==> config.mk <==
export PLATFORM = sky130hd
export DESIGN_NAME = cache_control
export DESIGN_NICKNAME = d
export VERILOG_FILES = /design/src/rtl/cache_pkg.sv /design/src/rtl/cache_control.sv
export SDC_FILE = /design/constraint.sdc
export NUM_CORES = 1
export LEC_CHECK = 0
export BUFFER_PORTS_ARGS = -buffer_cell sky130_fd_sc_hd__buf_2
export CAP_MARGIN = 20
export CORE_AREA = 4 4 41 43
export CTS_BUF_LIST = sky130_fd_sc_hd__clkbuf_16
export DETAILED_ROUTE_END_ITERATION = 10
export DIE_AREA = 0 0 45 47
export HOLD_SLACK_MARGIN = 0.08
export PLACE_DENSITY_LB_ADDON = 0.12
export SLEW_MARGIN = 20
export SYNTH_ARGS = -nofsm -noshare
export SYNTH_HDL_FRONTEND = slang
export SYNTH_SLANG_ARGS = --single-unit
==> constraint.sdc <==
create_clock -name clk -period 1.11 [get_ports clk]
set_input_delay 0.1665 -clock clk [delete_from_list [all_inputs] [get_ports clk]]
set_output_delay 0.1665 -clock clk [all_outputs]
set_load 0.005 [all_outputs]
==> src/rtl/cache_pkg.sv <==
package cache_pkg;

    // line geometry. One request moves a whole line.
    localparam int word_bits    = 256;
    localparam int mask_bits    = word_bits / 8;  // one enable per byte.
    localparam int offset_bits  = 5;
    localparam int index_bits   = 4;
    localparam int num_sets     = 2 ** index_bits;
    localparam int way_idx_bits = 2;
    localparam int num_ways     = 2 ** way_idx_bits;
    localparam int tag_bits     = 32 - index_bits - offset_bits;

    // controller states.
    typedef enum logic [1:0] {
        idle,
        check,        // stored tags are valid here, hit or miss is decided.
        write_back,
        refill
    } cache_state_e;

    // which way a data or dirty write goes to.
    typedef enum logic {
        sel_hit_way,
        sel_victim_way
    } way_sel_e;

    // source of the data array input.
    typedef enum logic {
        src_cpu,      // processor data under the byte mask.
        src_mem       // full line from memory.
    } data_src_e;

    // tag used to build the memory address.
    typedef enum logic {
        addr_req,
        addr_victim
    } pmem_addr_sel_e;

endpackage

==> src/rtl/cache_control.sv <==
`timescale 1ns/1ns

module cache_control (
    input  logic                      clk,
    input  logic                      rst,
    input  logic                      mem_read,
    input  logic                      mem_write,
    input  logic                      pmem_resp,
    input  logic                      hit,
    input  logic                      victim_dirty,
    output logic                      mem_resp,
    output logic                      pmem_read,
    output logic                      pmem_write,
    output logic                      ld_valid,
    output logic                      ld_dirty,
    output logic                      ld_tag,
    output logic                      ld_data,
    output logic                      ld_plru,
    output logic                      dirty_val,
    output cache_pkg::way_sel_e       dirty_way_sel,
    output cache_pkg::way_sel_e       data_way_sel,
    output cache_pkg::data_src_e      data_src,
    output cache_pkg::pmem_addr_sel_e pmem_addr_sel
);
    import cache_pkg::*;

    cache_state_e state_q;
    cache_state_e state_d;

    always_ff @(posedge clk) begin
        if (rst) begin
            state_q <= idle;
        end else begin
            state_q <= state_d;
        end
    end

    always_comb begin
        state_d       = state_q;
        mem_resp      = 1'b0;
        pmem_read     = 1'b0;
        pmem_write    = 1'b0;
        ld_valid      = 1'b0;
        ld_dirty      = 1'b0;
        ld_tag        = 1'b0;
        ld_data       = 1'b0;
        ld_plru       = 1'b0;
        dirty_val     = 1'b0;
        dirty_way_sel = sel_hit_way;
        data_way_sel  = sel_hit_way;
        data_src      = src_cpu;
        pmem_addr_sel = addr_req;

        case (state_q)
            idle: begin
                // the arrays are read at this edge, check sees the stored set.
                if (mem_read || mem_write) begin
                    state_d = check;
                end
            end
            check: begin
                if (hit) begin
                    mem_resp = 1'b1;
                    ld_plru  = 1'b1;
                    if (mem_write) begin
                        ld_data   = 1'b1;  // masked merge into the hit way.
                        ld_dirty  = 1'b1;
                        dirty_val = 1'b1;
                    end
                    state_d = idle;
                end else if (victim_dirty) begin
                    state_d = write_back;
                end else begin
                    state_d = refill;
                end
            end
            write_back: begin
                pmem_write    = 1'b1;
                pmem_addr_sel = addr_victim;  // the old line goes back to its own address.
                if (pmem_resp) begin
                    state_d = refill;
                end
            end
            refill: begin
                pmem_read = 1'b1;
                if (pmem_resp) begin
                    // The new line lands in the victim way, clean and valid.
                    // idle then replays the request, which now hits.
                    ld_data       = 1'b1;
                    ld_tag        = 1'b1;
                    ld_valid      = 1'b1;
                    ld_dirty      = 1'b1;
                    data_src      = src_mem;
                    data_way_sel  = sel_victim_way;
                    dirty_way_sel = sel_victim_way;
                    state_d       = idle;
                end
            end
            default: begin
                state_d = idle;
            end
        endcase
    end

    // a memory strobe stays up until the memory answers it.
    a_pmem_held: assert property (@(posedge clk) disable iff (rst)
        (pmem_read || pmem_write) && !pmem_resp |=> $stable({pmem_read, pmem_write}));

    // a written-back victim is always followed by the refill of its set.
    a_refill_after_wb: assert property (@(posedge clk) disable iff (rst)
        pmem_write && pmem_resp |=> pmem_read && !pmem_write);

endmodule

; Word level (Yosys, flattened, before mapping)
; Cells that the tools add are included.
[totals]
output_inout_bits = 13
ff_bits = 2
[op_classes]
reduce_logical = 3
eq_ne = 6
muxes = 16
[op_table]
columns = op, count
row1 = 1-bit two-way mux, 10
row2 = 2-bit two-way mux, 4
row3 = 2-bit one-hot mux with 4 select lines, 1
row4 = 2-bit inequality test (second input constant), 3
row5 = 2-bit == test (second input constant), 2
row6 = 3-bit AND reduction, 1
row7 = 2-bit by 1-bit == test with 1-bit output (second input constant), 1
row8 = 2-bit logical NOT, 1
row9 = 1-bit one-hot mux with 2 select lines, 1
row10 = 1-bit logical OR, 1

; Longest topological paths before layout
; Gate-level depths: netlist of the first run.
[logic_depth]
word_depth = 3
mapped_depth = 4
mapped_depth_nobuf = 3

; Worst setup path before layout of the first run
; OpenSTA, ideal clock, no wires.
[synth_path]
path_kind = register to output
start = register (tool-made name)
end = output port ld_dirty
t_arrival_ns = 1.127
stages_incl_launch_ff = 5
slack_ns = -0.183
path_cell_list = dfxtp_1 > and3b_1 > and2_4 > or2_1 > buf_4
[synth_rtl]
columns = element, line
row1 = to (decl), cache_control.sv:15  ; output logic ld_dirty,

==> impl_metrics.tcl, run 1 <==
set metrics [dict create \
    status "finished, violations left" \
    failed_checks "setup timing" \
    start_util_pct 14.2 \
    fmax_mhz 747 \
    synth_compound_area_share_pct 5.41 \
    switching_share_pct 18.1 \
    ys_seq_area_share_pct 21.6 \
    ant_nets 0 \
    clock_skew_ps 0.724 \
    r2r_start "state_q[0]$_SDFFE_PP0P_" \
    htree_levels 1 \
    yosysWarnings 0 \
    internal_power_mw 0.641 \
    utilization_pct 36.7 \
    final_cells 63 \
    cts_tree "done" \
    layout_common_cells "buf_2 (11), buf_6 (11), buf_4 (7), clkbuf_16 (3), dfxtp_2 (2)" \
    synth_xor_area_share_pct 4.73 \
    drtIter0Drc 0 \
    yosysUniqueCellTypes 15 \
    core-area_mm2 0.00130 \
    power_frac_seq_pct 10.9 \
    clkPwrFrac_pct 68.7 \
    p_sw_mw 0.142 \
    root_buffer "clkbuf_16" \
    critPathMaxFanout 2 \
    peakVddDrop_uv 1230 \
    ctsHoldBuffers 0 \
    synth_area_um2 185 \
    tightest_slew_ps 237 \
    die_h_um 47 \
    post-route-min-period_ps 1340 \
    grt_pass1_wl_um 931 \
    setup_tns_ps -1270 \
    min_path_type "in -> reg" \
    min_from "rst" \
    cts.sinks 2 \
    cts_buffers 3 \
    synth_nets 30 \
    vias 239 \
    area_delta_synth_final_pct 158 \
    period_share_pct 121 \
    synth_top_family_by_area "simple AND/OR/NAND/NOR gates" \
    leakagePower_nw 0.257 \
    report.final.hold_viol_count 0 \
    worstSetupPathType "reg -> out" \
    dr.pass1.iters 1 \
    drv_cap 0 \
    post-place-cells 56 \
    diodes 0 \
    p_comb_share_pct 20.4 \
    endpoint_kind "output pin" \
    ys_ff_latch 2 \
    gp_congestion 0.808 \
    grt_pass1_vias 242 \
    io_pins 20 \
    routed_wl_um 614 \
    power_density_mw_per_mm2 1640 \
    yosys.area_share.simple_pct 32.4 \
    setup_viol 14 \
    clk_pin_slew_ps 30 \
    rsz0062_at_grt "true" \
    final_nets 57 \
    cts.path.max_buffers 2 \
    wl_per_cell_um 9.75 \
    worstPathArrival_ps 1170 \
    synth-adder-area-share_pct 0 \
    cp.required_ps 940 \
    clk_latency_ps 220 \
    track_usage_pct 6.62 \
    slew_headroom_pct 84.0 \
    portBuffers 19 \
    hpwl_um 486 \
    finalPower_mw 0.783 \
    rows 13 \
    drc 0 \
    fp.dieW_um 45 \
    grt_max_degree 7 \
    synth.area.mux_share_pct 5.41 \
    synth_cells 23 \
    die-area_mm2 0.00212 \
    dp_slack_ps -31.8 \
    viasPerCell 3.79 \
    antenna_found_initial 0 \
    drive_gt1_share_pct 81.3 \
    setup_ws_ps -228 \
    slew_viol_final 0 \
    syn_avg_cell_area_um2 8.05 \
    grt_overflow_total 0 \
    startpoint_type "flip-flop" \
]
-- logic make-up after synthesis --
kind of cell | after synthesis
multiplexers | 1
buffers and inverters | 8
XOR/XNOR | 1
AO/OA/AOI/OAI | 2
AND/OR/NAND/NOR | 9
flip-flops | 2
-- area by class of cell --
cell class                      count  area [um2]
Tap cell                           15        18.8
Fill cell                         126         823
Timing Repair Buffer               29         231
Clock buffer                        3        75.1
Sequential cell                     2        42.5
Inverter                            1        3.75
Multi-Input combinational cell     13         106
-- per-stage QoR --
stage	cell area [um2]	hold slack (ps)
after floorplan	186	238
after global placement	293	348
after detailed placement	293	353
after CTS	423	125
after global routing	478	127
final	478	129
-- power by group through the flow --
stage	clock [mW]	combinational, mW	sequential [mW]
4_1_cts	0.551	0.150	0.0852
5_1_grt	0.564	0.175	0.0865
3_3_place_gp	0	0.108	0.0867
3_5_place_dp	0	0.108	0.0870
6_report	0.538	0.160	0.0852
2_1_floorplan	0	0.0518	0.0926
-- routing by layer --
layer / global-route usage [%] / part of all wire [%]
met5: 0 / 0
met4: 8.77 / 2.3
met3: 1.53 / 11
met1: 5.64 / 34
met2: 11.3 / 53
-- worst paths after layout --
kind | to | slack [ps] | depth (start not counted)
setup / recovery | ld_data | -230 | 4
hold / removal | flip-flop | 130 | 2
setup reg to reg | state_q[0]$_SDFFE_PP0P_ | -50 | 6
hold reg to reg | state_q[0]$_SDFFE_PP0P_ | 690 | 3
-- worst max-delay path, stage by stage (launching register included) --
cell	delay, ps
dfxtp_2	310
and3b_1	180
and2_4	130
or2_1	210
buf_2	130
-- Yosys cell counts --
| cell | number | area (um2) |
|---|---|---|
| nor2b_1 | 1 | 6.26 |
| or2_1 | 1 | 6.26 |
| a21oi_1 | 1 | 5.00 |
| buf_4 | 7 | 52.6 |
| and2_2 | 1 | 7.51 |
| dfxtp_1 | 2 | 40.0 |
| mux2i_1 | 1 | 10.0 |
| nor3_1 | 2 | 10.0 |
| and2_4 | 1 | 8.76 |
| xor2_1 | 1 | 8.76 |
| inv_1 | 1 | 3.75 |
| nor4_1 | 1 | 6.26 |
| and3b_1 | 1 | 8.76 |
| and3_1 | 1 | 6.26 |
| o21ai_0 | 1 | 5.00 |
-- repair_timing --
action                                  4_1_cts  5_1_grt
endpoints found under the hold margin         0        0
pin swaps                                     3        2
endpoints found under the setup margin       13       14
buffers inserted                              3        1
resized for setup                             7        8
Power figures use the tool's default switching activity.
==> inputs of run 2 (changes only) <==
clock period = 1.45 ns   (was 1.11 ns; I/O delays follow)
==> run 2 against run 1 <==
  * The flow now finishes without violations
  * First-iteration DRC count stayed put
  * Power is 30% lower
  * Clock-buffer cell count stayed put
  * Critical path depth stayed put
  * Setup slack better by 240 ps
  * Via count is 11% lower
==> impl_metrics.tcl, run 2 (synthesis gave the netlist of run 1 again) <==
set metrics [dict create \
    grt.busiest_layer "met2" \
    setup_ws_ps 9.71 \
    wl_per_cell_um 9.84 \
    portBuffers 19 \
    status "finished clean" \
    worstPathArrival_ps 1220 \
    clk_pin_slew_ps 30 \
    met2_usage_pct 9.60 \
    clock_skew_ps 4.24 \
    setup_viol 0 \
    place_area_um2 246 \
    vias 212 \
    report.final.hold_viol_count 0 \
    grt_overflow_total 0 \
    multi_input_area_um2 88.8 \
    die-area_mm2 0.00212 \
    finalHoldWorstSlack_ps 172 \
    drtIter0Drc 0 \
    hpwl_um 408 \
    tightest_slew_ps 235 \
    grt_pass1_wl_um 807 \
    area_delta_synth_final_pct 85.8 \
    dr.pass1.iters 1 \
    io_pins 20 \
    seq_area_um2 47.5 \
    cts.sinks 2 \
    startpoint_type "flip-flop" \
    drv_cap 0 \
    final_nets 49 \
    viasPerCell 3.85 \
    final_common_cell "buf_2" \
    die_h_um 47 \
    peakVddDrop_uv 808 \
    grt_pass1_vias 191 \
    critPathMaxFanout 8 \
    worstSetupPathType "reg -> out" \
    rows 13 \
    htree_levels 1 \
    drc 0 \
    min_path_type "in -> reg" \
    fmax_mhz 694 \
    power_density_mw_per_mm2 1600 \
    diodes 0 \
    cts_tree "done" \
    endpoint_kind "output pin" \
    core-area_mm2 0.00130 \
    track_usage_pct 5.98 \
    rsz0062_at_grt "true" \
    grt_max_degree 9 \
    fp.dieW_um 45 \
    cts_buffers 3 \
    setup_tns_ps 0 \
    drive_gt1_share_pct 70.0 \
    layout_common_cells "buf_2 (19), clkbuf_16 (3), nor3_1 (2), dfxtp_4 (2), buf_4 (2)" \
    routed_wl_um 541 \
    post-place-cells 50 \
    utilization_pct 26.4 \
    n_fill_cell 152 \
    ant_nets 0 \
    cts.path.max_buffers 2 \
    grtUsageMet1_pct 5.18 \
    leakagePower_nw 0.206 \
    gp_congestion 0.786 \
    use_met3_pct 3.83 \
    finalInstanceArea_um2 344 \
    cp.required_ps 1230 \
    root_buffer "clkbuf_16" \
    antenna_found_initial 0 \
    slew_viol_final 0 \
    final_cells 55 \
    start_util_pct 14.2 \
    dp_slack_ps 123 \
    slew_headroom_pct 84.2 \
    clk_latency_ps 220 \
    post-route-min-period_ps 1440 \
    finalPower_mw 0.550 \
    period_share_pct 99.3 \
]
run 2: worst paths after layout:
check	from	endpoint	slack [ps]	depth (start not counted)
worst max register to register	state_q[0]$_SDFFE_PP0P_	flip-flop	590	2
worst max-delay path	state_q[0]$_SDFFE_PP0P_	ld_data	10	4
worst min-delay path	rst	state_q[0]$_SDFFE_PP0P_	170	2
worst min register to register	state_q[0]$_SDFFE_PP0P_	flip-flop	580	2
run 2: area by class of cell:
cell class | instances | area share, %
sequential | 2 | 13.8
multi-input combinational | 13 | 25.8
clock buffer | 3 | 21.8
inverter | 1 | 1.09
timing repair buffer | 21 | 32.0
tap | 15 | 5.45
run 2: routing by layer:
| layer | wire length, um | share of wire, % |
|---|---|---|
| met5 | 0 | 0 |
| met1 | 191 | 35 |
| met2 | 276 | 51 |
| met3 | 74 | 14 |
| met4 | 0 | 0 |
run 2: critical path, cell delays in order, from the launching register on:
cell     delay [ps]
dfxtp_4         350
and3b_1         190
and2_4          130
or2_1           200
buf_2           130
run 2: where the power goes:
part           switching (mW)  total [mW]  internal [mW]
clock network          0.0629       0.414          0.351
registers             0.00885      0.0715         0.0626
logic                  0.0268      0.0648         0.0380
total                  0.0986       0.550          0.452
run 2: timing repair:
item / in CTS / in global routing
setup endpoints to repair: 2 / 2
buffers inserted: 2 / 0
resized for setup: 3 / 1
hold buffers: 0 / 0
hold endpoints to repair: 0 / 0
pin swaps: 2 / 2
